==> config.mk <==
export PLATFORM = sky130hd
export DESIGN_NAME = hdd_request
export DESIGN_NICKNAME = d
export VERILOG_FILES = /design/src/common/a2_host_pkg.sv /design/src/hdd/hdd_request.sv
export SDC_FILE = /design/constraint.sdc
export NUM_CORES = 1
export LEC_CHECK = 0
export BUFFER_PORTS_ARGS = -buffer_cell sky130_fd_sc_hd__buf_4
export CAP_MARGIN = 20
export CORE_AREA = 2 2 39 41
export CTS_CLUSTER_DIAMETER = 100
export CTS_CLUSTER_SIZE = 24
export DETAILED_ROUTE_END_ITERATION = 10
export DIE_AREA = 0 0 41 43
export SKIP_CTS_REPAIR_TIMING = 1
export SKIP_LAST_GASP = 1
export SLEW_MARGIN = 40
export SYNTH_ARGS = -nofsm -noshare
export SYNTH_HDL_FRONTEND = slang
export SYNTH_SLANG_ARGS = --single-unit
==> constraint.sdc <==
create_clock -name clk_sys -period 1.1 [get_ports clk_sys]
set_input_delay 0.22 -clock clk_sys [delete_from_list [all_inputs] [get_ports clk_sys]]
set_output_delay 0.22 -clock clk_sys [all_outputs]
set_load 0.02 [all_outputs]
==> src/common/a2_host_pkg.sv <==
// Shared localparams and packed structs for the Apple II+ host glue

package a2_host_pkg;

	// ====================
	// Image slots
	// ====================

	localparam int unsigned SLOT_FLOPPY1 = 0;
	localparam int unsigned SLOT_HDD     = 1;
	localparam int unsigned SLOT_FLOPPY2 = 2;
	localparam int unsigned NUM_SLOTS    = 3;

	// ====================
	// Memory geometry
	// ====================

	// 192K main bank plus 64K auxiliary bank
	localparam int unsigned RAM_ADDR_W     = 18;
	localparam int unsigned MAIN_RAM_WORDS = 196608;
	localparam int unsigned AUX_RAM_WORDS  = 65536;
	localparam int unsigned AUX_ADDR_W     = 16;

	// Pixel enable divider
	localparam int unsigned PIX_DIV_W = 3;

	// ====================
	// Structs
	// ====================

	// Option word from the host menu
	typedef struct packed {
		logic       analog_swap;
		logic [2:0] scandoubler_fx;
		logic       pixel_normal;
		logic       paddle_x;
		logic       paddle_y;
		logic [1:0] screen_mode;
		logic       lores_composite;
		logic [1:0] palette;
		logic [3:0] spare;
	} a2_status_t;

	// Write-back of stepped display options
	typedef struct packed {
		logic       set;
		logic [1:0] screen_mode;
		logic [1:0] palette;
	} a2_status_req_t;

	// SD block request for one slot
	typedef struct packed {
		logic rd;
		logic wr;
	} sd_req_t;

	// Mount report, mounted is a single-cycle pulse
	typedef struct packed {
		logic        mounted;
		logic        readonly;
		logic [63:0] size;
	} img_info_t;

	// Machine side memory access
	typedef struct packed {
		logic [RAM_ADDR_W-1:0] addr;
		logic [7:0]            din;
		logic                  we;
		logic                  aux;
	} ram_req_t;

endpackage

==> src/hdd/hdd_request.sv <==
// Hard-disk SD request sequencer with CPU wait and acknowledge edge detection

`timescale 1ns/1ps

module hdd_request (
	input  logic                 clk_sys,
	input  logic                 dd_reset,
	input  logic                 hdd_read,
	input  logic                 hdd_write,
	input  logic                 sd_ack,
	output a2_host_pkg::sd_req_t hdd_sd,
	output logic                 cpu_wait
);

	typedef enum logic {
		ST_IDLE = 1'b0,
		ST_BUSY = 1'b1
	} state_t;

	state_t state;
	logic   ack_d;
	logic   ack_rise;
	logic   ack_fall;
	logic   rd_pending;
	logic   wr_pending;

	// Edges of the host acknowledge
	assign ack_rise = sd_ack & ~ack_d;
	assign ack_fall = ~sd_ack & ack_d;

	// ====================
	// Sequencer
	// ====================

	always_ff @(posedge clk_sys) begin
		if (dd_reset) begin
			state      <= ST_IDLE;
			ack_d      <= 1'b0;
			rd_pending <= 1'b0;
			wr_pending <= 1'b0;
			hdd_sd     <= '0;
			cpu_wait   <= 1'b0;
		end else begin
			ack_d      <= sd_ack;
			// Pulses from the machine collect here until served
			rd_pending <= rd_pending | hdd_read;
			wr_pending <= wr_pending | hdd_write;

			case (state)
				ST_IDLE: begin
					if (rd_pending | wr_pending) begin
						state     <= ST_BUSY;
						hdd_sd.rd <= rd_pending;
						hdd_sd.wr <= wr_pending;
						cpu_wait  <= 1'b1;
					end
				end
				ST_BUSY: begin
					if (ack_rise) begin
						// Host took the block so only a pulse in this same cycle stays pending
						rd_pending <= hdd_read;
						wr_pending <= hdd_write;
						hdd_sd     <= '0;
					end else if (ack_fall) begin
						// Transfer done so the CPU runs again
						state    <= ST_IDLE;
						cpu_wait <= 1'b0;
					end
				end
			endcase
		end
	end

	// The CPU must be held for as long as a request is outstanding
	a_req_holds_cpu: assert property (@(posedge clk_sys) disable iff (dd_reset)
		(hdd_sd.rd | hdd_sd.wr) |-> cpu_wait)
		else $error("SD request raised while the CPU is not held");

endmodule

### After elaboration in Yosys (flattened, before gate mapping)

Index checks and enable logic that the tools add are counted.

| word-level totals | value |
|---|---|
| logic and storage cells | 36 |
| bits of input ports | 5 |
| bits in registers | 7 |
| output and inout bits | 3 |

| cells by class | value |
|---|---|
| eq/ne operators | 4 |
| bitwise gates (word level) | 8 |
| muxes and demuxes | 15 |
| reduce and logical (&&, ||, !) cells | 2 |

Operators with widths:

| cell | count |
|---|---|
| 1-bit 2-to-1 mux | 10 |
| 2-bit 2-to-1 mux | 2 |
| 2-bit by 1-bit inequality test with 1-bit output (second input constant) | 2 |
| 2-bit inequality test (second input constant) | 2 |
| 1-bit case mux with 2 select lines | 2 |
| 2-bit case mux with 2 select lines | 1 |
| 1-bit NOT | 3 |
| 1-bit OR | 3 |
| 3-bit AND reduction | 1 |
| 1-bit AND | 2 |
| 2-bit AND reduction | 1 |

### Depth between registers and ports, before layout

Gate-level depths: netlist of run 1.

| depth | value |
|---|---|
| word-level depth | 5 |
| depth in mapped cells | 3 |
| mapped depth without buffers | 2 |

### Worst setup path after synthesis of run 1

OpenSTA, ideal clock, no wires.

| path | value |
|---|---|
| kind | register -> register |
| start | register hdd_sd[0] (netlist name) |
| end | register hdd_sd[0] (netlist name) |
| period minus slack after synthesis | 0.884 ns |
| path buffers | 0 |
| data arrival time | 0.788 ns |
| stages on the path, launching flop included | 3 |
| setup time | 0.096 ns |
| data required time | 1.004 ns |
| path slack | 0.216 ns |
| cells stage by stage | dfxtp_1 -> inv_1 -> o41ai_2 |

RTL lines:

| item | RTL line | RTL |
|---|---|---|
| end: declaration | hdd_request.sv:11 | `output a2_host_pkg::sd_req_t hdd_sd,` |

### Final worst setup path of run 1

| path | value |
|---|---|
| start | register state |
| end | register hdd_sd[0] (netlist name) |

| between the ends | value |
|---|---|
| cells in the longest elaborated chain, start to end | 3 |
| elaborated cells on any way between the ends | 5 |
| classes of those cells | 2 x eq/ne; 1 x mux; 1 x bitwise; 1 x reduce/logical |

RTL lines:

| item | RTL line | RTL |
|---|---|---|
| start: declaration | hdd_request.sv:20 | `state_t state;` |
| start signal: assignment | hdd_request.sv:37 | `state <= ST_IDLE;` |
| start signal: assignment | hdd_request.sv:52 | `state <= ST_BUSY;` |
| start signal: assignment | hdd_request.sv:66 | `state <= ST_IDLE;` |
| 1-bit NOT | -- |  |
| 2-bit inequality test (no line) | -- |  |
| 2-bit AND reduction (no line) | -- |  |

Parallel ways exist; a longest one is shown, timed or not.
A chain may end at the register's enable or synchronous reset.

==> impl_metrics.csv, run 1 <==
group,metric,value,unit
clock_network,cts_max_path_buffers,2,
synth,synthAdderAreaFrac,0,
global_routing,grt-ovfl-total,0,
finish,stdcell_count,56,
sta,timing.fmax,1.06,GHz
setup_path,slowest_stage,"dfxtp_1",
floorplan,io-pin-count,8,
setup_path,endpoint_kind,"flip-flop",
floorplan,die-area,0.00176,mm2
floorplan,dieWidth,41,um
setup_path,cp_data_arrival_time,1100,ps
global_routing,grt_pass1_vias,207,
sta,slew_headroom,0.861,
setup_path,critPathLaunchType,"flip-flop",
sta,fin_crit_sh,0.856,
setup_path,critPathBufInv,0,
detailed_routing,wirelength,511,um
power,power_density,1600,mW/mm2
floorplan,num_rows,14,
clock_network,cts-root-buf,"clkbuf_4",
sta,setup_tns,0,ps
setup_path,rr_startpoint,"state",
power,p_leak,0.180,nW
clock_network,cts.htree.levels,1,
synth,yosysWarnings,0,
finish,layout.nets,46,
detailed_routing,ant_nets,0,
detailed_routing,vias,237,
sta,clock_skew,2.12,ps
global_routing,antenna_found_initial,0,
setup_path,critPathKind,"flip-flop to flip-flop",
synth,synth_top_family_by_area,"simple AND/OR/NAND/NOR gates",
synth,yosysTopAreaCell,"dfxtp_1",
sta,rsz0062_at_grt,"false",
sta,worst_pin_slew,206,ps
finish,area_delta_synth_final,30.2,%
min_path,hp-start,"sd_ack",
detailed_routing,wl_per_cell,9.13,um
detailed_routing,drc_errors,0,
synth,seq_area_frac_synth,0.452,
synth,synth.area.mux_share,0,
setup_path,required,1260,ps
synth,synth-simple-area-share,0.310,
clock_network,clkLatencyLatePin,250,ps
synth,ys_ff_latch,7,
synth,synth_cells,30,
setup_path,crit_chain,"and3b_4 > o41ai_2",
detailed_routing,via_per_inst,4.23,
placement,placedCellCount,52,
placement,hpwl,344,um
detailed_routing,first_iter_violations,1,
synth,synth_compound_area_frac,0.173,
floorplan,coreArea,0.00138,mm2
sta,setup_ws,158,ps
sta,hold_viol_final,0,
synth,netlist.area_leader.share,0.452,
flow_run,cap_violations,0,
finish,diodes,0,
detailed_routing,dr.pass1.iters,2,
synth,syn-cell-area,310,um2
setup_path,crit_family,"flip-flops",
clock_network,cts_tree,"built",
power,total_power,0.646,mW
placement,io_buffers,7,
sta,setup_viol,0,
placement,place_ws,174,ps
synth,synth_top_cells_by_area,"dfxtp_1, o41ai_2, nand2b_1",
synth,syn_avg_cell_area,10.3,um2
synth,synth_fp_nets,35,
setup_path,cp_slowest_stage_delay,360,ps
min_path,hold_class,"input port to flip-flop",
global_routing,grt_usage,0.0744,
synth,synth_xor_area_frac,0,
run_status,status,"completed",
setup_path,cp_max_fo,8,
floorplan,fp.dieH,43,um
sta,drv_slew,0,
clock_network,cts_num_sinks,7,
power,ir_drop,0.533,mV
clock_network,numCtsBuffers,3,
clock_network,clkTransAtPathRegs,50,ps
sta,finalWorstPathRequiredPeriod,942,ps
global_routing,grt_pass1_wl,821,um
finish,drive_above_1_share,0.375,
synth,yosysUniqueCellTypes,15,
floorplan,initial_core_util,0.224,
setup_path,worstSetupStartpoint,"state",
placement,gp_congestion,0.756,
global_routing,grt_max_degree,13,
## state kept, by name (all words and copies together) (netlist names)
signal and count:
hdd_sd 2, rd_pending 1, wr_pending 1, state 1
cpu_wait 1, ack_d 1
## power by group
part | switching [mW] | total [mW] | internal (mW)
Combinational | 0.0504 | 0.113 | 0.0627
Sequential | 0.0214 | 0.302 | 0.281
Clock | 0.0929 | 0.231 | 0.138
Total | 0.165 | 0.646 | 0.482
## Yosys cell counts, drive strengths merged
cell type,instances
buf,1
or3b,2
nand2b,3
and2b,2
o41ai,2
o22ai,2
nor3,2
and3b,2
nor2b,1
nor2,1
dfxtp,7
o32ai,1
inv,4
## path summary, 6_finish.rpt
path / end / slack (ps) / depth (start not counted)
max: hdd_sd[0] / 160 / 2
min: ack_d / 200 / 2
max reg2reg: hdd_sd[0] / 160 / 2
min reg2reg: hdd_sd[1] / 470 / 2
## logic make-up after synthesis
| logic type | after synthesis |
|---|---|
| AND/OR/NAND/NOR | 13 |
| flip-flops | 7 |
| AO/OA/AOI/OAI | 5 |
| buffers and inverters | 5 |
## cell type report
cell class / instances / area [um2]
Inverter: 4 / 15.0
Tap cell: 16 / 20.0
Multi-Input combinational cell: 18 / 150
Clock buffer: 4 / 26.3
Fill cell: 157 / 980
Sequential cell: 7 / 140
Timing Repair Buffer: 7 / 52.6
## cell usage in the layout (no fill, tap or decap), types with 2 or more instances in the layout
cell type,n
dfxtp_1,7
buf_4,7
inv_1,4
nand2b_1,3
clkbuf_4,3
or3b_1,2
o41ai_2,2
nor3_1,2
o22ai_1,2
## metal layers
metal / vias up / routed length, um / part of all wire / track usage
met1: 105 / 246 / 0.48 / 0.0874
met4: 0 / 8 / 0.016 / 0.0800
met5: - / 0 / 0 / 0
met2: 6 / 212 / 0.41 / 0.0906
met3: 2 / 43 / 0.084 / 0.0314
li1: 124 / - / - / -
## stage by stage
step | util | cell area, um2 | hold WS (ps)
5_1_grt | 0.292 | 404 | 207
4_1_cts | 0.292 | 404 | 191
2_1_floorplan | - | 310 | 348
3_3_place_gp | 0.273 | 378 | 455
6_report | 0.292 | 404 | 199
3_5_place_dp | 0.273 | 378 | 457
## worst register-to-register path: cells and delay by family, from the launching register on
kind	cells	cell delay, ps
DFF	1	360
and+or+nand+nor	1	240
AOI/OAI and AO/OA	1	250
Note: power is estimated with default switching activity, not from simulation.
==> run 2: changes to the inputs <==
Settings changed: REMOVE_ABC_BUFFERS set to 1.
==> run 2 against run 1 <==
Highest routed layer is now met3; largest cell class unchanged; wire length fell by 1.2%; critical endpoint unchanged; global-route usage fell by 0.20 points; clock-buffer cell count did not move.
==> impl_metrics.csv, run 2 (synthesis results as in run 1) <==
group,metric,value,unit
sta,setup_viol,0,
sta,rsz0062_at_grt,"false",
setup_path,r2r_cells,2,
finish,largest_reg_flops,2,
global_routing,grt-ovfl-total,0,
clock_network,clkLatencyLatePin,250,ps
finish,final_cell_mix,"dfxtp_1, buf_4, inv_1, nand2b_1, clkbuf_4",
power,total_power,0.651,mW
sta,worst_pin_slew,222,ps
finish,drive_above_1_share,0.375,
setup_path,critPathLaunchType,"flip-flop",
detailed_routing,drc_errors,0,
floorplan,dieWidth,41,um
sta,finalWorstPathRequiredPeriod,938,ps
detailed_routing,wirelength,505,um
setup_path,critPathKind,"flip-flop to flip-flop",
min_path,hold_path_depth,2,
floorplan,fp.dieH,43,um
sta,slew_headroom,0.852,
sta,fin_crit_sh,0.852,
finish,finalInstanceArea,404,um2
placement,dpl_cell_area,378,um2
finish,layout.nets,46,
min_path,hold_class,"input port to flip-flop",
power,ir_drop,0.596,mV
detailed_routing,first_iter_violations,5,
global_routing,grt_usage,0.0724,
floorplan,coreArea,0.00138,mm2
detailed_routing,via_per_inst,4.20,
setup_path,cp_data_arrival_time,1100,ps
floorplan,initial_core_util,0.224,
floorplan,io-pin-count,8,
placement,gp_congestion,0.721,
detailed_routing,vias,235,
finish,diodes,0,
detailed_routing,wl_per_cell,9.02,um
global_routing,grt_pass1_vias,217,
finish,area_delta_synth_final,30.2,%
detailed_routing,dr.pass1.iters,3,
clock_network,cts-root-buf,"clkbuf_4",
clock_network,cts_num_sinks,7,
global_routing,antenna_found_initial,0,
finish,largest-register,"hdd_sd",
placement,placedCellCount,52,
flow_run,cap_violations,0,
placement,io_buffers,7,
sta,clock_skew,0.138,ps
setup_path,required,1260,ps
sta,fin_hold_ws,200,ps
floorplan,num_rows,14,
floorplan,die-area,0.00176,mm2
clock_network,cts_max_path_buffers,2,
sta,drv_slew,0,
detailed_routing,ant_nets,0,
clock_network,cts.htree.levels,1,
power,power_density,1610,mW/mm2
run_status,status,"completed",
clock_network,cts_tree,"built",
finish,stdcell_count,56,
sta,hold_viol_final,0,
global_routing,grt_max_degree,13,
clock_network,numCtsBuffers,3,
setup_path,cp_max_fo,8,
clock_network,clkTransAtPathRegs,50,ps
power,p_leak,0.180,nW
setup_path,endpoint_kind,"flip-flop",
global_routing,grt_pass1_wl,841,um
sta,timing.fmax,1.07,GHz
sta,setup_tns,0,ps
-- run 2: worst max-delay path: stages (launching register included) --
cell and delay, ps:
dfxtp_1 360, and3b_4 230, o41ai_2 250
-- run 2: layer usage --
metal,vias to the layer above,part of all wire,global-route usage
li1,125,-,-
met1,103,0.54,0.107
met2,7,0.37,0.0844
met3,0,0.085,0.0314
met4,0,0,0.0400
met5,-,0,0
-- run 2: stage by stage --
stage	util	setup WS, ps
detailed placement	0.273	172
CTS	0.292	147
global route	0.292	86.1
finish	0.292	162
floorplan	-	216
global placement	0.273	186
-- run 2: cell type report --
cell class	instances	area, um2
fillers	155	980
clock buffers	4	26.3
well taps	16	20.0
inverters	4	15.0
repair buffers	7	52.6
multi-input cells	18	150
flip-flops and latches	7	140
-- run 2: final timing paths --
kind / from / end / slack (ps)
worst max-delay path: state / hdd_sd[0] / 160
worst min register to register: hdd_sd[1] / hdd_sd[1] / 470
worst max register to register: state / hdd_sd[0] / 160
worst min-delay path: sd_ack / ack_d / 200
-- run 2: where the power goes --
group	total (mW)	leakage (nW)	switching, mW	internal (mW)
sequential	0.302	0.0585	0.0218	0.280
clock	0.237	0.0150	0.0979	0.139
combinational	0.112	0.106	0.0498	0.0627
