===== src/common/a2_host_pkg.sv =====
// Shared localparams and packed structs for the Apple II+ host glue

package a2_host_pkg;

	// ====================
	// Image slots
	// ====================

	localparam int unsigned SLOT_FLOPPY1 = 0;
	localparam int unsigned SLOT_HDD     = 1;
	localparam int unsigned SLOT_FLOPPY2 = 2;
	localparam int unsigned NUM_SLOTS    = 3;

	// ====================
	// Memory geometry
	// ====================

	// 192K main bank plus 64K auxiliary bank
	localparam int unsigned RAM_ADDR_W     = 18;
	localparam int unsigned MAIN_RAM_WORDS = 196608;
	localparam int unsigned AUX_RAM_WORDS  = 65536;
	localparam int unsigned AUX_ADDR_W     = 16;

	// Pixel enable divider
	localparam int unsigned PIX_DIV_W = 3;

	// ====================
	// Structs
	// ====================

	// Option word from the host menu
	typedef struct packed {
		logic       analog_swap;
		logic [2:0] scandoubler_fx;
		logic       pixel_normal;
		logic       paddle_x;
		logic       paddle_y;
		logic [1:0] screen_mode;
		logic       lores_composite;
		logic [1:0] palette;
		logic [3:0] spare;
	} a2_status_t;

	// Write-back of stepped display options
	typedef struct packed {
		logic       set;
		logic [1:0] screen_mode;
		logic [1:0] palette;
	} a2_status_req_t;

	// SD block request for one slot
	typedef struct packed {
		logic rd;
		logic wr;
	} sd_req_t;

	// Mount report, mounted is a single-cycle pulse
	typedef struct packed {
		logic        mounted;
		logic        readonly;
		logic [63:0] size;
	} img_info_t;

	// Machine side memory access
	typedef struct packed {
		logic [RAM_ADDR_W-1:0] addr;
		logic [7:0]            din;
		logic                  we;
		logic                  aux;
	} ram_req_t;

endpackage


===== src/hdl/image_mount.sv =====
// Mount, write-protect and disk-change tracking for two floppies and one hard disk

`timescale 1ns/1ps

module image_mount (
	input  logic                   clk_sys,
	input  logic                   dd_reset,
	input  a2_host_pkg::img_info_t img [a2_host_pkg::NUM_SLOTS],
	output logic                   hdd_mounted,
	output logic                   hdd_protect,
	output logic [1:0]             disk_mount,
	output logic [1:0]             disk_change
);

	logic [a2_host_pkg::NUM_SLOTS-1:0] mounted_vec;

	for (genvar s = 0; s < a2_host_pkg::NUM_SLOTS; s++) begin : g_pulse
		assign mounted_vec[s] = img[s].mounted;
	end

	// Hard disk keeps its protect bit, an empty image counts as unmounted
	always_ff @(posedge clk_sys) begin
		if (dd_reset) begin
			hdd_mounted <= 1'b0;
			hdd_protect <= 1'b0;
		end else if (img[a2_host_pkg::SLOT_HDD].mounted) begin
			hdd_mounted <= |img[a2_host_pkg::SLOT_HDD].size;
			hdd_protect <= img[a2_host_pkg::SLOT_HDD].readonly;
		end
	end

	// Floppies toggle a change bit so the track buffer can reload
	for (genvar f = 0; f < 2; f++) begin : g_floppy
		localparam int unsigned SLOT = (f == 0) ? a2_host_pkg::SLOT_FLOPPY1
		                                        : a2_host_pkg::SLOT_FLOPPY2;
		logic mount_q;
		logic change_q;

		always_ff @(posedge clk_sys) begin
			if (dd_reset) begin
				mount_q  <= 1'b0;
				change_q <= 1'b0;
			end else if (img[SLOT].mounted) begin
				mount_q  <= |img[SLOT].size;
				change_q <= ~change_q;
			end
		end

		assign disk_mount[f]  = mount_q;
		assign disk_change[f] = change_q;
	end

	// Host reports one image at a time
	a_one_mount: assert property (@(posedge clk_sys) disable iff (dd_reset)
		$onehot0(mounted_vec))
		else $error("More than one mount pulse in a cycle");

endmodule


===== config.mk =====
export PLATFORM = sky130hd
export DESIGN_NAME = image_mount
export DESIGN_NICKNAME = d
export VERILOG_FILES = /design/src/common/a2_host_pkg.sv /design/src/hdl/image_mount.sv
export SDC_FILE = /design/constraint.sdc
export NUM_CORES = 1
export LEC_CHECK = 0
export ABC_AREA = 1
export BUFFER_PORTS_ARGS = -buffer_cell sky130_fd_sc_hd__buf_2
export CAP_MARGIN = 0
export CORE_AREA = 2 2 80 82
export CTS_CLUSTER_DIAMETER = 200
export DETAILED_ROUTE_END_ITERATION = 10
export DIE_AREA = 0 0 82 84
export GPL_TIMING_DRIVEN = 0
export PLACE_DENSITY_LB_ADDON = 0.1
export SLEW_MARGIN = 20
export SYNTH_ARGS = -nofsm -noshare
export SYNTH_HDL_FRONTEND = slang
export SYNTH_SLANG_ARGS = --single-unit

===== constraint.sdc =====
create_clock -name clk_sys -period 0.8 [get_ports clk_sys]
set_input_delay 0.04 -clock clk_sys [delete_from_list [all_inputs] [get_ports clk_sys]]
set_output_delay 0.04 -clock clk_sys [all_outputs]
set_load 0.02 [all_outputs]

* Yosys cells after proc, flatten, opt, wreduce, memory -nomap -nowiden
Cells that the tools add are included.
W data, S select, Z words.
** Operators by class
- Reduce and logical (&&, ||, !) cells :: 3
- Bitwise gates (word level) :: 2
** Operators by type and width (number)
- $reduce_or A64 Y1 :: 3
- $not A1 Y1 :: 2
** Word-level totals
- Output and inout bits :: 6
- Logic and storage cells :: 11
- Bits in registers :: 6

* Depth between registers and ports, before layout
Gate-level depths: netlist of the first run.
- Word-level depth :: 1
- Depth in mapped cells :: 8

* Worst setup path before layout of the first run
No wires, ideal clock.
- Path kind :: input port to flip-flop
- Start point :: input port img[128] in the netlist's numbering
- End point :: register hdd_mounted
- Cell stages on the path :: 5
- Arrival time :: 0.625 ns
- Required time :: 0.691 ns
- Library setup time :: 0.109 ns
- Slack :: 0.066 ns
- Path buffers :: 0
- Cell sequence :: or3_1 nor2_1 nand3_1 nand2_1 inv_1
** Between the ends
- Cells in the longest elaborated chain, start to end :: 1
** RTL lines
- start: declaration :: line image_mount.sv:8 : input a2_host_pkg::img_info_t img [a2_host_pkg::NUM_SLOTS],
- $reduce_or A64 Y1 :: line image_mount.sv:27 : hdd_mounted <= |img[a2_host_pkg::SLOT_HDD].size;
- end signal: assignment :: line image_mount.sv:27
- end: declaration :: line image_mount.sv:9 : output logic hdd_mounted,
No other way between the ends.
A chain may end at the register's enable or synchronous reset.

* Final worst setup path of the first run
- Start point :: register g_floppy[1].change_q
- End point :: register g_floppy[1].change_q
** Between the ends
- Cells in the longest elaborated chain, start to end :: 1
** RTL lines
- start: declaration :: line image_mount.sv:37 : logic change_q;
- start signal: assignment :: line image_mount.sv:45 : change_q <= ~change_q;
- $not A1 Y1 :: line image_mount.sv:45
No other way between the ends.

==> results.md, run 1 <==
- CP arrival: 850 ps
- Final hold vios: 0
- Reg area: 125 um2
- Hpwl dp: 3870 um
- Synth Instances: 207
- Root Buffer: clkbuf_8
- Antenna-violating nets left: 0
- Top cells by area, synth: nor2_1 (51%), nand2_1 (20%), dfxtp_1 (13%)
- Syn Std Cell Area: 926 um2
- Core Box Area: 6100 um2
- Initial DRC count: 4
- Residual DRC: 0
- Final setup fails: 0
- Syn-to-layout area delta: 126%
- Final period utilization: 0.928
- Crit. End Element: flop
- Die Ht: 84 um
- Kind of critical path: reg -> reg
- Reg2reg start: g_floppy[1].change_q$_SDFFE_PP0P_
- Reg clk slew, reported paths: 40 ps
- Syn. warnings: 0
- Via count: 1,838
- First-pass DRT Iterations: 4
- Final WL: 4070 um
- Critical R2R Capture: g_floppy[1].change_q$_SDFFE_PP0P_
- Starting Density: 0.152
- Busiest layer in global routing: met2
- Clock share of power: 0.296
- Gpl congestion: 0.702
- Power Density: 731 nW/um2
- WHS Path Cells: 2
- Met3 Use GR: 0.0292
- Global-route met2 utilization: 0.220
- Worst-case clock skew: 0 ps
- Area of the multi-input gates: 753 um2
- Grt ovf: 0
- Hold slack: 64.7 ps
- Hold EP: g_floppy[0].change_q$_SDFFE_PP0P_
- Synth top area share: 0.511
- Reg-to-reg setup timing slack: 60 ps
- Met1 GRT Util: 0.0939
- Clk buf depth: 2
- Commonest non-fill, non-tap cell in the layout: buf_2
- Pint: 1.12 mW
- Share of layout cells above drive strength 1: 0.516
- Slew HR: 0.913
- Worst-Skew Late Latency: 220 ps
- Io pins: 206
- Cell taking the most area after synthesis: nor2_1
- Vias per Instance: 3.77
- Comb pwr share: 0.480
- RSZ-0062 raised after global routing: false
- Slew Viols, Final: 0
- Sw Ratio: 0.268
- Fmax: 1.35 GHz
- Min-delay src: dd_reset
- Mean Syn Cell Area: 4.47 um2
- Largest net degree at the start of global routing: 7
- CP required: 910 ps
- Status: complete, no violations
- Fillcell total: 726
- Max-cap viol count: 0
- Synth cell types: 10
- GRT Util Overall: 0.107
- Sequential element share of the synthesized area: 0.130
- Number of global-route vias before repair: 1,625
- Number of H-tree levels: 1
- Wire per inst: 8.34 um
- Peak supply drop: 0.000314 V
- Clock sink count: 6
- Area of the die: 6890 um2
- Minimum clock period: 742 ps
- R2R depth: 3
- Hold_buf cts: 0
- Switch Pwr: 0.410 mW
- CTS tree: yes
- Slew @ Worst Pin: 130 ps
- # rows: 29
- Seq cells post-synth: 6
- Syn nets: 407
- Layout net count: 613
- Top fanout value on the critical path: 2
- Initial antenna violation count: 0
- Overall power: 1.53 mW
- N_diodes: 0
- Clock buffer count from CTS: 3
- P_leak: 1.18 nW
- First-pass GRT wire length: 5890 um
- Hold crit path type: in -> reg
- Die W: 82 um
- Sequential Power Share: 0.224
- Most frequent cells in the layout: buf_2 (199), nor2_1 (126), nand2_1 (50)
- Startpoint Class: flop
- Input/output buffers: 203
==> how the worst max path moves through the flow <==
stage | from | end | slack (ps)
floorplan | img[128] | hdd_mounted$_SDFFE_PP0P_ | 70
global placement | img[60] | g_floppy[1].mount_q$_SDFFE_PP0P_ | -130
detailed placement | img[60] | g_floppy[1].mount_q$_SDFFE_PP0P_ | -120
CTS | g_floppy[1].change_q$_SDFFE_PP0P_ | disk_change[1] | -3
global route | g_floppy[1].change_q$_SDFFE_PP0P_ | g_floppy[1].change_q$_SDFFE_PP0P_ | 9
finish | g_floppy[1].change_q$_SDFFE_PP0P_ | g_floppy[1].change_q$_SDFFE_PP0P_ | 60
==> flip-flops by register name (all words and copies together), names as in the netlist <==
| signal | flops |
|---|---|
| g_floppy.change_q | 2 |
| g_floppy.mount_q | 2 |
| hdd_mounted | 1 |
| hdd_protect | 1 |
==> power groups by stage <==
stage               logic [mW]  clock network [mW]  registers, mW
floorplan                0.215                   0          0.349
global placement         0.722                   0          0.343
detailed placement       0.730                   0          0.343
CTS                      0.757               0.471          0.343
global route             0.834               0.498          0.347
finish                   0.735               0.454          0.343
==> per-stage QoR <==
| stage | utilization | std cells | setup slack, ps | instance area (um2) | setup TNS, ps |
|---|---|---|---|---|---|
| after detailed placement | 0.334 | 487 | -116 | 2040 | -331 |
| after floorplan | - | 207 | 66.4 | 926 | 0 |
| after global routing | 0.344 | 488 | 9.33 | 2090 | 0 |
| after global placement | 0.334 | 487 | -133 | 2040 | -351 |
| after CTS | 0.345 | 489 | -2.57 | 2110 | -2.57 |
| final | 0.344 | 488 | 57.8 | 2090 | 0 |
==> critical path, stage by stage (launching register included) <==
cell and delay, ps:
dfxtp_2 310, buf_4 130, xnor2_1 140, nor2_1 50
==> cell families (layout without fill, tap and decap cells) <==
| kind of cell | count (synthesis) | count (layout) | share of synthesized area |
|---|---|---|---|
| compound gates | 1 | 1 | 0.00540 |
| xor+xnor | 2 | 2 | 0.0189 |
| buf+inv | 10 | 214 | 0.0568 |
| flops | 6 | 6 | 0.130 |
| simple gates | 188 | 188 | 0.789 |
==> metal layers <==
metal  part of all wire  wire length [um]
met4              0.011                46
met3               0.13               524
met1               0.32              1310
met2               0.54              2190
met5                  0                 0
==> synthesized netlist by cell type, drive strengths merged <==
cell	instances
inv	6
nand4	5
buf	4
dfxtp	6
nand2	50
xnor2	2
nor2	126
a21oi	1
nand3	4
or3	3
==> final cells by class <==
cell class	count	share of cell area
clock buffers	3	0.0197
inverters	6	0.0108
multi-input cells	191	0.360
well taps	77	0.0460
repair buffers	205	0.504
flip-flops and latches	6	0.0597
==> timing repair <==
action	4_1_cts	5_1_grt
buffers inserted	2	0
resized for setup	13	0
setup endpoints to repair	4	1
(Power assumes the default switching activity.)
==> inputs of run 2 (changes only) <==
--- a/config.mk
+++ b/config.mk
@@ -8,10 +8,13 @@
 export ABC_AREA = 1
 export BUFFER_PORTS_ARGS = -buffer_cell sky130_fd_sc_hd__buf_2
 export CAP_MARGIN = 0
-export CORE_AREA = 2 2 80 82
+export CELL_PAD_IN_SITES_DETAIL_PLACEMENT = 0
+export CELL_PAD_IN_SITES_GLOBAL_PLACEMENT = 1
+export CORE_ASPECT_RATIO = 0.75
+export CORE_MARGIN = 2
+export CORE_UTILIZATION = 10
 export CTS_CLUSTER_DIAMETER = 200
 export DETAILED_ROUTE_END_ITERATION = 10
-export DIE_AREA = 0 0 82 84
 export GPL_TIMING_DRIVEN = 0
 export PLACE_DENSITY_LB_ADDON = 0.1
 export SLEW_MARGIN = 20
==> results.md, run 2 (synthesis results as in run 1) <==
- Buffer and inverter count on the worst path: 1 (unchanged)
- Reg area: 125 um2 (unchanged)
- Via count: 1,827 (-0.60%)
- Power Density: 865 nW/um2 (+18%)
- Hold_buf cts: 0 (unchanged)
- Final WL: 4380 um (+7.5%)
- Die W: 115 um (+40%)
- Placed cell count: 522 (+7.2%)
- Top fanout value on the critical path: 2 (unchanged)
- Min-delay src: img[130]
- CTS tree: yes
- CP required: 760 ps (-150 ps)
- Gpl congestion: 0.706 (+0.57%)
- Die Ht: 87.3 um (+4.0%)
- Vias per Instance: 3.49 (-7.3%)
- Hold crit path type: in -> reg
- Final period utilization: 0.949 (+0.0211)
- Largest registers: g_floppy.change_q x2, g_floppy.mount_q x2
- Area of the multi-input gates: 761 um2 (+1.0%)
- Number of H-tree levels: 1 (unchanged)
- Layout net count: 613 (unchanged)
- Critical R2R Capture: g_floppy[0].change_q$_SDFFE_PP0P_
- First-pass DRT Iterations: 2 (-2)
- Kind of critical path: reg -> out
- Minimum clock period: 759 ps (+16.8 ps)
- Root Buffer: clkbuf_16
- Core Box Area: 9010 um2 (+48%)
- Crit. End Element: primary output
- Number of global-route vias before repair: 1,594 (-1.9%)
- N_diodes: 0 (unchanged)
- Clock buffer count from CTS: 3 (unchanged)
- Max-cap viol count: 0 (unchanged)
- Status: complete, no violations
- Final setup fails: 0 (unchanged)
- First-pass GRT wire length: 6180 um (+4.9%)
- Input/output buffers: 203 (unchanged)
- Area of the die: 10,100 um2 (+46%)
- Worst-path cell chain: buf_2
- Startpoint Class: flop
- # rows: 30 (+3.4%)
- Grt ovf: 0 (unchanged)
- Most frequent cells in the layout: buf_2 (199), nor2_1 (126), nand2_1 (50)
- Peak supply drop: 0.000554 V (+77%)
- P_leak: 1.20 nW (+1.8%)
- Final cell count without fillers: 523 (+7.2%)
- Worst-Skew Late Latency: 220 ps (about the same)
- Share of layout cells above drive strength 1: 0.518 (+0.00243)
- Clock sink count: 6 (unchanged)
- Final instance area: 2180 um2 (+4.1%)
- Syn-to-layout area delta: 135%
- Final hold vios: 0 (unchanged)
- Starting Density: 0.103 (-0.0491)
- Initial antenna violation count: 0 (unchanged)
- Initial DRC count: 20 (+16)
- Wire per inst: 8.37 um (+0.32%)
- RSZ-0062 raised after global routing: false
- Hold slack: 66.6 ps (+1.85 ps)
- Worst path top cell family by delay: flip-flops
- Clk buf depth: 2 (unchanged)
- Slew @ Worst Pin: 145 ps (+15.3 ps)
- GRT Util Overall: 0.0759 (-0.0311)
- Antenna-violating nets left: 0 (unchanged)
- Reg2reg start: g_floppy[0].change_q$_SDFFE_PP0P_
- Fillcell total: 1,094 (+51%)
- Commonest non-fill, non-tap cell in the layout: buf_2
- Max incr delay on CP: 320 ps (about the same)
- CP arrival: 720 ps (-130 ps)
- Reg clk slew, reported paths: 30 ps (about the same)
- Largest net degree at the start of global routing: 7 (unchanged)
- Reg-to-reg setup timing slack: 60 ps (about the same)
- Dpl cell area: 2080 um2 (+2.1%)
- Worst-case clock skew: 0 ps (unchanged)
- R2R depth: 3 (unchanged)
- Fmax: 1.32 GHz (-2.2%)
- Hold EP: hdd_protect$_SDFFE_PP0P_
- Max stage delay cell, worst path: dfxtp_1
- Slew HR: 0.903 (-0.00988)
- Slew Viols, Final: 0 (unchanged)
- Overall power: 1.89 mW (+23%)
- Hpwl dp: 4160 um (+7.6%)
- Residual DRC: 0 (unchanged)
- WHS Path Cells: 3 (+1)
- Io pins: 206 (unchanged)
==> run 2: cell counts in the layout (fill, tap and decap cells not counted) <==
Identical to the previous run, type by type.
==> run 2: through the flow <==
step | utilization | setup TNS, ps | worst slack, ps
2_1_floorplan | - | 0 | 66.4
3_3_place_gp | 0.231 | -288 | -107
3_5_place_dp | 0.231 | -310 | -107
4_1_cts | 0.241 | 0 | 23.9
5_1_grt | 0.242 | 0 | 3.06
6_report | 0.242 | 0 | 41.0
==> run 2: cell type report <==
type / count / area share
Sequential cell: 6 / 0.0574
Inverter: 6 / 0.0103
Timing Repair Buffer: 205 / 0.484
Clock buffer: 3 / 0.0344
Tap cell: 112 / 0.0643
Multi-Input combinational cell: 191 / 0.349
==> run 2: how the worst max path moves through the flow <==
stage                             startpoint                       end  slack [ps]  depth (start not counted)
floorplan                           img[128]  hdd_mounted$_SDFFE_PP0P_          70                          5
global route        hdd_mounted$_SDFFE_PP0P_               hdd_mounted           3                          1
finish              hdd_mounted$_SDFFE_PP0P_               hdd_mounted          40                          1
CTS                 hdd_mounted$_SDFFE_PP0P_               hdd_mounted          20                          1
global placement                    img[128]  hdd_mounted$_SDFFE_PP0P_        -110                          6
detailed placement                  img[128]  hdd_mounted$_SDFFE_PP0P_        -110                          6
==> run 2: report_power, final <==
part           switching (mW)  total, mW  internal, mW
Combinational           0.268      0.742         0.474
Sequential             0.0151      0.344         0.329
Clock                   0.158      0.799         0.641
==> run 2: per-layer routing <==
| layer | global-route usage | routed length [um] | vias to the layer above |
|---|---|---|---|
| li1 | - | - | 1040 |
| met1 | 0.0816 | 1680 | 686 |
| met2 | 0.152 | 2240 | 97 |
| met3 | 0.00835 | 390 | 4 |
| met4 | 0.0274 | 68 | 0 |
| met5 | 0 | 0 | - |
==> run 2: timing repair <==
action / in CTS / in global routing
resized for setup: 12 / 1
buffers inserted: 2 / 0
setup endpoints to repair: 4 / 1
