===== src/common/a2_host_pkg.sv =====
// Shared localparams and packed structs for the Apple II+ host glue

package a2_host_pkg;

	// ====================
	// Image slots
	// ====================

	localparam int unsigned SLOT_FLOPPY1 = 0;
	localparam int unsigned SLOT_HDD     = 1;
	localparam int unsigned SLOT_FLOPPY2 = 2;
	localparam int unsigned NUM_SLOTS    = 3;

	// ====================
	// Memory geometry
	// ====================

	// 192K main bank plus 64K auxiliary bank
	localparam int unsigned RAM_ADDR_W     = 18;
	localparam int unsigned MAIN_RAM_WORDS = 196608;
	localparam int unsigned AUX_RAM_WORDS  = 65536;
	localparam int unsigned AUX_ADDR_W     = 16;

	// Pixel enable divider
	localparam int unsigned PIX_DIV_W = 3;

	// ====================
	// Structs
	// ====================

	// Option word from the host menu
	typedef struct packed {
		logic       analog_swap;
		logic [2:0] scandoubler_fx;
		logic       pixel_normal;
		logic       paddle_x;
		logic       paddle_y;
		logic [1:0] screen_mode;
		logic       lores_composite;
		logic [1:0] palette;
		logic [3:0] spare;
	} a2_status_t;

	// Write-back of stepped display options
	typedef struct packed {
		logic       set;
		logic [1:0] screen_mode;
		logic [1:0] palette;
	} a2_status_req_t;

	// SD block request for one slot
	typedef struct packed {
		logic rd;
		logic wr;
	} sd_req_t;

	// Mount report, mounted is a single-cycle pulse
	typedef struct packed {
		logic        mounted;
		logic        readonly;
		logic [63:0] size;
	} img_info_t;

	// Machine side memory access
	typedef struct packed {
		logic [RAM_ADDR_W-1:0] addr;
		logic [7:0]            din;
		logic                  we;
		logic                  aux;
	} ram_req_t;

endpackage


===== src/hdl/option_decode.sv =====
// Joystick remapping, display and palette stepping, scanline, text artifact and pixel enable

`timescale 1ns/1ps

module option_decode (
	input  logic                        clk_sys,
	input  logic                        dd_reset,
	input  a2_host_pkg::a2_status_t     status,
	input  logic                        video_step,
	input  logic                        palette_step,
	input  logic [5:0]                  joystick_0,
	input  logic [15:0]                 joystick_a0,
	input  logic [7:0]                  paddle_0,
	output a2_host_pkg::a2_status_req_t status_req,
	output logic [5:0]                  joy_dig,
	output logic [15:0]                 joy_an,
	output logic [1:0]                  vga_sl,
	output logic                        text_color,
	output logic                        ce_pix
);

	logic [7:0]                        pdl;
	logic [15:0]                       joys;
	logic [2:0]                        sl_full;
	logic                              req_set;
	logic [1:0]                        req_mode;
	logic [1:0]                        req_pal;
	logic [a2_host_pkg::PIX_DIV_W-1:0] div;

	// ====================
	// Joystick
	// ====================

	// Paddle is offset binary, flip the top bit to centre it
	assign pdl = {~paddle_0[7], paddle_0[6:0]};

	// Host delivers Y in the low byte, swap unless asked not to
	assign joys = status.analog_swap ? joystick_a0 : {joystick_a0[7:0], joystick_a0[15:8]};

	assign joy_an = {status.paddle_x ? pdl : joys[15:8],
	                 status.paddle_y ? pdl : joys[7:0]};

	// Buttons always pass, a direction pair drops while its analog axis is deflected
	assign joy_dig = joystick_0 & {2'b11, {2{~|joys[7:0]}}, {2{~|joys[15:8]}}};

	// ====================
	// Step requests
	// ====================

	always_ff @(posedge clk_sys) begin
		if (dd_reset) begin
			req_set <= 1'b0;
		end else begin
			req_set <= video_step | palette_step;
		end
	end

	// Palette change forces colour mode and wins over a display step
	always_ff @(posedge clk_sys) begin
		if (palette_step) begin
			req_pal  <= status.palette + 2'd1;
			req_mode <= 2'd0;
		end else if (video_step) begin
			req_pal  <= status.palette;
			req_mode <= status.screen_mode + 2'd1;
		end
	end

	assign status_req = '{set: req_set, screen_mode: req_mode, palette: req_pal};

	// ====================
	// Video options
	// ====================

	// Scandoubler setting 0 is none, 1 is HQ2x, then the scanline depths
	assign sl_full = (status.scandoubler_fx != 3'd0) ? status.scandoubler_fx - 3'd1 : 3'd0;

	always_ff @(posedge clk_sys) begin
		if (dd_reset) begin
			vga_sl     <= 2'd0;
			text_color <= 1'b0;
		end else begin
			vga_sl     <= sl_full[1:0];
			// Lo-Res text artifacts only make sense in colour mode
			text_color <= (status.screen_mode == 2'd0) & status.lores_composite;
		end
	end

	// Pixel enable every 8 clocks in normal mode, every 4 when doubled
	always_ff @(posedge clk_sys) begin
		if (dd_reset) begin
			div    <= '0;
			ce_pix <= 1'b0;
		end else begin
			div    <= div + 1'b1;
			ce_pix <= status.pixel_normal ? &div : &div[1:0];
		end
	end

endmodule


===== config.mk =====
export PLATFORM = sky130hd
export DESIGN_NAME = option_decode
export DESIGN_NICKNAME = d
export VERILOG_FILES = /design/src/common/a2_host_pkg.sv /design/src/hdl/option_decode.sv
export SDC_FILE = /design/constraint.sdc
export NUM_CORES = 1
export LEC_CHECK = 0
export CORE_MARGIN = 3
export CORE_UTILIZATION = 36
export CTS_CLUSTER_SIZE = 16
export DETAILED_ROUTE_END_ITERATION = 6
export DONT_BUFFER_PORTS = 1
export SLEW_MARGIN = 0
export SYNTH_ARGS = -nofsm -noshare
export SYNTH_HDL_FRONTEND = slang
export SYNTH_SLANG_ARGS = --single-unit

===== constraint.sdc =====
create_clock -name clk_sys -period 1 [get_ports clk_sys]
set_input_delay 0.2 -clock clk_sys [delete_from_list [all_inputs] [get_ports clk_sys]]
set_output_delay 0.2 -clock clk_sys [all_outputs]
set_load 0.005 [all_outputs]

Word-level counts from Yosys, hierarchy flattened
Cells that the tools add are included.
{"block": "classes", "add_sub_neg": 4, "muxes": 6, "bitwise": 5, "n_reduce_logical": 10}
{"operator": "16-bit two-way mux", "count": 1}
{"operator": "8-bit two-way mux", "count": 2}
{"operator": "8-bit OR reduction", "count": 2}
{"operator": "6-bit bitwise AND", "count": 1}
{"operator": "2-bit by 1-bit adder with 2-bit output (second input constant)", "count": 2}
{"operator": "2-bit two-way mux", "count": 2}
{"operator": "3-bit by 1-bit adder with 3-bit output (second input constant)", "count": 1}
{"operator": "3-bit AND reduction", "count": 1}
{"operator": "3-bit nonzero test", "count": 1}
{"operator": "1-bit logical NOT", "count": 2}
{"operator": "2-bit logical NOT", "count": 1}
{"operator": "1-bit NOT", "count": 2}
{"operator": "2-bit AND reduction", "count": 1}
{"operator": "2-bit nonzero test", "count": 1}
{"operator": "2-bit OR reduction", "count": 1}
{"operator": "2-bit by 1-bit subtractor with 2-bit output (second input constant)", "count": 1}
{"operator": "1-bit bitwise AND", "count": 1}
{"operator": "1-bit two-way mux", "count": 1}
{"operator": "1-bit OR", "count": 1}
{"block": "totals", "register_bits": 12, "input_bits": 50, "out_inout_bits": 31, "elab_cells": 32}

Longest topological paths before layout
Gate-level depths: netlist of run 1.
{"block": "depth", "depth_word": 4, "depth_mapped": 4, "depth_no_buf": 4}

Least setup slack after synthesis of run 1
Ideal clock, no wire load.
{"block": "synth_timing", "kind": "flip-flop to flip-flop", "start": "register div[0] (netlist name)", "end": "register div[2] (netlist name)", "setup_ns": 0.114, "arrival_ns": 0.857, "t_required_ns": 0.886, "slack_ns": 0.029, "path_stages_with_launch": 4, "n_path_buf": 0, "period_less_slack_ns": 0.971, "cell_sequence": "dfxtp_1 > ha_1 > ha_1 > nor2b_1"}
{"block": "synth_between", "elab_chain_cells": 1}
{"element": "start: declaration", "line": "option_decode.sv:28", "source": "logic [a2_host_pkg::PIX_DIV_W-1:0] div;"}
{"element": "start signal: assignment", "line": "option_decode.sv:95", "source": "div <= div + 1'b1;"}
{"element": "3-bit by 1-bit adder with 3-bit output", "line": "option_decode.sv:95"}
No other way between the ends.
A chain may end at the register's enable or synchronous reset.

Worst setup path after layout of run 1
{"block": "layout_timing", "start": "input port joystick_a0[5]", "end": "output port joy_dig[2]"}
{"block": "layout_between", "elab_chain_cells": 4}
{"element": "start: declaration", "line": "option_decode.sv:12", "source": "input logic [15:0] joystick_a0,"}
{"element": "16-bit two-way mux", "line": "option_decode.sv:38", "source": "assign joys = status.analog_swap ? joystick_a0 : {joystick_a0[7:0], joystick_a0[15:8]};"}
{"element": "8-bit OR reduction", "line": "option_decode.sv:44", "source": "assign joy_dig = joystick_0 & {2'b11, {2{~|joys[7:0]}}, {2{~|joys[15:8]}}};"}
{"element": "1-bit logical NOT", "line": "option_decode.sv:44"}
{"element": "6-bit bitwise AND", "line": "option_decode.sv:44"}
{"element": "end: declaration", "line": "option_decode.sv:15", "source": "output logic [5:0] joy_dig,"}
No other way between the ends.

==> results of run 1 <==
-- layout by cell type (no fill, tap or decap), drive strengths merged --
| cell | synthesis | layout |
|---|---|---|
| a21oi | 2 | 2 |
| or2 | 1 | 1 |
| ha | 4 | 4 |
| nor2b | 5 | 5 |
| xnor2 | 1 | 1 |
| nand2 | 16 | 16 |
| xor2 | 1 | 1 |
| nand3b | 2 | 2 |
| a21boi | 4 | 4 |
| clkbuf | 0 | 4 |
| nor4 | 4 | 4 |
| dlygate4sd3 | 0 | 3 |
| o21ai | 14 | 14 |
| edfxtp | 2 | 2 |
| mux2i | 16 | 16 |
| a21o | 1 | 1 |
| nor2 | 7 | 7 |
| nand3 | 2 | 2 |
| a211oi | 3 | 3 |
| inv | 5 | 5 |
| dfxtp | 10 | 10 |
-- area by class of cell --
| cell class | instances | area, um2 | share of cell area |
|---|---|---|---|
| Tap cell | 28 | 35.03 | 0.03448 |
| Inverter | 5 | 18.77 | 0.01847 |
| Sequential cell | 12 | 261.5 | 0.2574 |
| Multi-Input combinational cell | 83 | 634.4 | 0.6244 |
| Clock buffer | 4 | 36.28 | 0.03571 |
| Timing Repair Buffer | 3 | 30.03 | 0.02956 |
-- worst min-delay path by stage --
stage | cells past startpoint | startpoint | to | slack, ps
floorplan | 1 | dd_reset | div[0] | 270
global placement | 1 | dd_reset | div[0] | 270
detailed placement | 1 | dd_reset | div[0] | 270
CTS | 1 | video_step | req_mode[0] | 10
global route | 1 | video_step | req_mode[0] | 2
finish | 1 | video_step | req_mode[0] | 20
-- cells by family (layout without fill, tap and decap cells) --
group	count (synthesis)	after routing	synth area share
adders and majority gates	4	4	0.05348
AOI/OAI and AO/OA	24	24	0.1497
muxes	16	16	0.1711
buffers and inverters	12	12	0.07888
DFF	12	12	0.2781
and+or+nand+nor	37	37	0.2500
xor gates and xnor gates	2	2	0.01872
-- power by group --
group | switching, uW | total, uW | internal, uW
registers | 21.5 | 552 | 530
clock network | 152 | 373 | 221
logic | 77.8 | 183 | 105
total | 251 | 1110 | 856
-- metal layers --
layer / routed length, um / share of wire
met1: 727 / 0.35
met2: 1084 / 0.53
met3: 201 / 0.098
met4: 44 / 0.021
met5: 0 / 0
-- sequential cells by signal, summed over array words and instances, names as in the netlist --
register	count
ce_pix	1
div	3
req_mode	2
req_pal	2
req_set	1
text_color	1
vga_sl	2
-- repair_timing --
action | 4_1_cts | 5_1_grt
endpoints found under the setup margin | 5 | 6
setup buffers | 0 | 0
hold buffers | 3 | 0
hold endpoints to repair | 9 | 0
pin swaps | 3 | 0
gates resized for setup | 3 | 3
-- through the flow --
| step | area (um2) | std cells | setup TNS, ps |
|---|---|---|---|
| final | 1016 | 135 | -43.13 |
| after global routing | 1016 | 135 | -320.7 |
| after CTS | 992.2 | 135 | -89.41 |
| after detailed placement | 915.9 | 128 | -73.20 |
| after global placement | 915.9 | 128 | -19.56 |
| after floorplan | 935.9 | 107 | 0 |
-- worst reg2reg max path: stages, from the launching register on --
cell and delay (ps):
dfxtp_2 340, ha_4 160, ha_4 140, mux2i_1 140
nor2_1 50
-- cell usage after synthesis --
cell type	number
or2_2	1
xnor2_1	1
dfxtp_1	10
buf_4	3
nand3_1	2
nand3b_1	2
ha_1	4
a211oi_1	3
o21ai_1	1
a21boi_1	4
o21ai_0	13
mux2i_1	16
nor2b_1	5
xor2_1	1
inv_1	5
buf_2	2
a21oi_1	2
nor2_1	7
nor4_4	4
buf_6	2
edfxtp_1	2
nand2_1	16
a21o_1	1
==> impl_metrics.tcl, run 1 <==
set metrics [dict create \
    grt_util_met1 0.1265 \
    reg2reg_slack_ps 60 \
    grtUsageMet3 0.03394 \
    postRouteAntennaNets 0 \
    cp.arrival_ps 820 \
    core_mm2 0.002340 \
    dr.pass1.iters 2 \
    grt_use_total 0.1286 \
    use_met2 0.2431 \
    placementRows 17 \
    io_pins 81 \
    cts-root-buf "clkbuf_4" \
    yosys_register_bits 12 \
    syn_area_um2 935.9 \
    netlist_instances 107 \
    tightestPinTransition_ps 297.3 \
    holdWs_ps 21.98 \
    synth.net_count 161 \
    drt_iter0_markers 13 \
    portBuffers 0 \
    startpoint_type "primary input" \
    path_buf_inv 0 \
    cp_cell_sequence "nor4_4, nand3_1, a21boi_2" \
    drc_errors 0 \
    avgSynthCellArea_um2 8.747 \
    max_cap_viol_count 0 \
    r2r_cells 4 \
    skew_ps 1.056 \
    critPathMaxFanout 3 \
    drv_slew 0 \
    wl_um 2058 \
    slowest_delay_ps 270 \
    postLayoutCoreUtil 0.4342 \
    nets 162 \
    dp_hpwl_um 1689 \
    busiest_layer "met2" \
    cp_slowest_cell "nor4_4" \
    slew_headroom 0.7997 \
    grt_pass1_wl_um 3353 \
    violations "setup timing" \
    die-area_mm2 0.003247 \
    cts_tree "built" \
    die_w_um 56.99 \
    clk_latency_ps 260 \
    drt-wirelength-per-cell_um 15.24 \
    ir_worst_vdd_v 0.0007798 \
    crit_cells 3 \
    max_freq_ghz 0.9820 \
    grt_max_degree 23 \
    outcome "finished, violations left" \
    die_y_um 56.99 \
    htree_levels 1 \
    synth_top_area_frac 0.2139 \
    fin_ws_ps -18.34 \
    p_per_area_mw_per_mm2 1089 \
    yosys-top-cells-area "dfxtp_1, mux2i_1, nor4_4" \
    hold_viol_final 0 \
    num_vias 769 \
    grt.overflow.total 0 \
    insertedDiodeCount 0 \
    crit_required_ps 800 \
    area_growth_pct 8.556 \
    rsz0062_at_grt "yes" \
    min_path_type "primary input to register" \
    grt_pass1_vias 763 \
    setup_viol 3 \
    globalplace.congestion 0.7575 \
    cts_buffers 3 \
    synth-warning-count 0 \
    antenna_found_initial 0 \
    nFillCells 239 \
    endpoint "joy_dig[2]" \
    ys_types 23 \
    regToRegEndpoint "ce_pix" \
    cp_top_family "simple AND/OR/NAND/NOR gates" \
    yosysSeqAreaShare 0.2781 \
    rr_startpoint "div[0]" \
    cts_buffer_depth 2 \
    min_period_ps 1018 \
    crit_type "primary input to output port" \
    startpoint "joystick_a0[5]" \
    finalCritPeriodShare 1.018 \
    start_util 0.4000 \
    cts.clk_slew.worst_paths_ps 70 \
    final_layout_size_suffix_gt1_frac 0.1308 \
    p_leak_uw 0.0004122 \
    dp_slack_ps -25.59 \
    power_uw 1107 \
    clkSinkCount 12 \
    yosysTopAreaCell "dfxtp_1" \
    end_kind "output port" \
    via_per_inst 5.696 \
]
(Power assumes the default switching activity.)
==> run 2: changes to the inputs <==
--- a/config.mk
+++ b/config.mk
@@ -5,11 +5,13 @@
 export SDC_FILE = /design/constraint.sdc
 export NUM_CORES = 1
 export LEC_CHECK = 0
-export CORE_MARGIN = 3
+export CORE_MARGIN = 5
 export CORE_UTILIZATION = 36
 export CTS_CLUSTER_SIZE = 16
 export DETAILED_ROUTE_END_ITERATION = 6
 export DONT_BUFFER_PORTS = 1
+export HOLD_SLACK_MARGIN = 0.05
+export MAX_ROUTING_LAYER = met4
 export SLEW_MARGIN = 0
 export SYNTH_ARGS = -nofsm -noshare
 export SYNTH_HDL_FRONTEND = slang
==> run 2 against run 1 <==
Against the previous run: the flow still finishes with violations (setup timing); count of clock-buffer cells in the layout stayed put; total power is 2.2% higher; non-clock buffer count is 3 higher; first-iteration DRC count is 85% higher; via count is 0.13% higher; clock skew is 0.81 ps lower; design area is 3.8% higher; critical path depth stayed put; sequential share of layout area is 0.95 points lower; worst hold slack better by 67 ps; core utilization is 0.85 points lower; combinational power is 8% higher; critical path type unchanged; critical endpoint is now joy_dig[3]; largest cell class unchanged.
==> impl_metrics.tcl, run 2 (synthesized netlist as in run 1, its figures left out) <==
set metrics [dict create \
    grt_max_degree 23 \
    max_freq_ghz 0.9565 \
    nets 165 \
    core_mm2 0.002477 \
    path_buf_inv 0 \
    skew_ps 0.2500 \
    die_w_um 60.99 \
    postLayoutCoreUtil 0.4258 \
    cts.clk_slew.worst_paths_ps 70 \
    violations "setup timing" \
    clk_latency_ps 270 \
    finalCritPeriodShare 1.045 \
    cp_cell_sequence "nor4_4, nand3_1, a21boi_2" \
    dp_hpwl_um 1843 \
    largest_reg_flops 3 \
    clkSinkCount 12 \
    end_kind "output port" \
    drv_slew 0 \
    cp_slowest_cell "nor4_4" \
    globalplace.congestion 0.6534 \
    outcome "finished, violations left" \
    num_vias 770 \
    drt-wirelength-per-cell_um 16.14 \
    die-area_mm2 0.003719 \
    p_leak_uw 0.0004249 \
    wl_um 2260 \
    min_period_ps 1045 \
    cts_tree "built" \
    postRouteAntennaNets 0 \
    finalSetupTns_ps -161.6 \
    setup_viol 4 \
    placementRows 18 \
    rsz0062_at_grt "yes" \
    drc_errors 0 \
    startpoint_type "primary input" \
    cts_buffers 3 \
    layout_common_cells "mux2i_1, nand2_1, o21ai_0, dfxtp_1, nor2_1" \
    antenna_found_initial 0 \
    portBuffers 0 \
    cts_buffer_depth 2 \
    top_register "div" \
    design_area_mm2 0.001055 \
    slew_headroom 0.8347 \
    max_cap_viol_count 0 \
    crit_type "primary input to output port" \
    power_uw 1131 \
    dr.pass1.iters 4 \
    area_growth_pct 12.70 \
    p_per_area_mw_per_mm2 1072 \
    rr_startpoint "div[0]" \
    cp.arrival_ps 850 \
    fin_ws_ps -45.43 \
    drt_iter0_markers 24 \
    grt_pass1_wl_um 3381 \
    critPathMaxFanout 3 \
    io_pins 81 \
    ir_worst_vdd_v 0.0006639 \
    cts-root-buf "clkbuf_4" \
    insertedDiodeCount 0 \
    grt_use_total 0.1211 \
    hold_viol_final 0 \
    grt_pass1_vias 826 \
    via_per_inst 5.500 \
    cts_setup_buffers 0 \
    worstHoldStart "dd_reset" \
    final_layout_size_suffix_gt1_frac 0.1455 \
    grt.overflow.total 0 \
    slowest_delay_ps 290 \
    startpoint "joystick_a0[5]" \
    tightestPinTransition_ps 245.3 \
    die_y_um 60.99 \
    start_util 0.3778 \
    htree_levels 1 \
    crit_required_ps 800 \
    place_area_um2 918.4 \
    cp_top_family "simple AND/OR/NAND/NOR gates" \
    min_path_type "primary input to register" \
]
-- run 2: cell count changes in the layout (fill, tap and decap cells not counted) --
cell / delta
a21boi_1: -1
nor2b_1: -1
dlygate4sd3_1: +3
nor2b_2: +1
a21boi_2: +1
-- run 2: cell type report --
cell class                      count  area [um2]
Tap cell                           30       37.54
Inverter                            5       18.77
Fill cell                         250        1423
Sequential cell                    12       261.5
Clock buffer                        4       36.28
Timing Repair Buffer                6       60.06
Multi-Input combinational cell     83       640.6
-- run 2: path summary, 6_finish.rpt --
path / end / slack [ps] / depth (start not counted)
setup / recovery: joy_dig[3] / -50 / 3
hold / removal: vga_sl[1] / 90 / 2
setup reg to reg: div[2] / 40 / 3
hold reg to reg: div[0] / 440 / 1
-- run 2: timing repair --
| action | CTS | global route |
|---|---|---|
| hold endpoints to repair | 9 | 0 |
| resized for setup | 1 | 7 |
| hold buffers | 6 | 0 |
| endpoints found under the setup margin | 5 | 6 |
| pin swaps | 0 | 3 |
-- run 2: per-layer routing --
| layer | track usage | routed length (um) | part of all wire |
|---|---|---|---|
| met5 | - | 0 | 0 |
| met4 | 0.05573 | 27 | 0.012 |
| met3 | 0.03617 | 356 | 0.16 |
| met2 | 0.2290 | 1092 | 0.48 |
| met1 | 0.1089 | 784 | 0.35 |
-- run 2: per-stage QoR --
step | std cells | setup slack [ps] | hold WS (ps)
floorplan | 107 | 28.99 | 266.7
global placement | 130 | -34.24 | 269.3
detailed placement | 130 | -42.76 | 271.4
CTS | 140 | -45.23 | 83.87
global route | 140 | -105.5 | 88.18
finish | 140 | -45.43 | 88.88
-- run 2: worst reg2reg max path, stage by stage, from the launching register on --
cell and delay [ps]:
dfxtp_2 340, ha_4 170, ha_4 200, nor2b_2 140
-- run 2: where the power goes --
part / internal (uW) / switching (uW)
sequential: 530 / 23.3
clock: 221 / 159
combinational: 115 / 81.8
total: 866 / 265
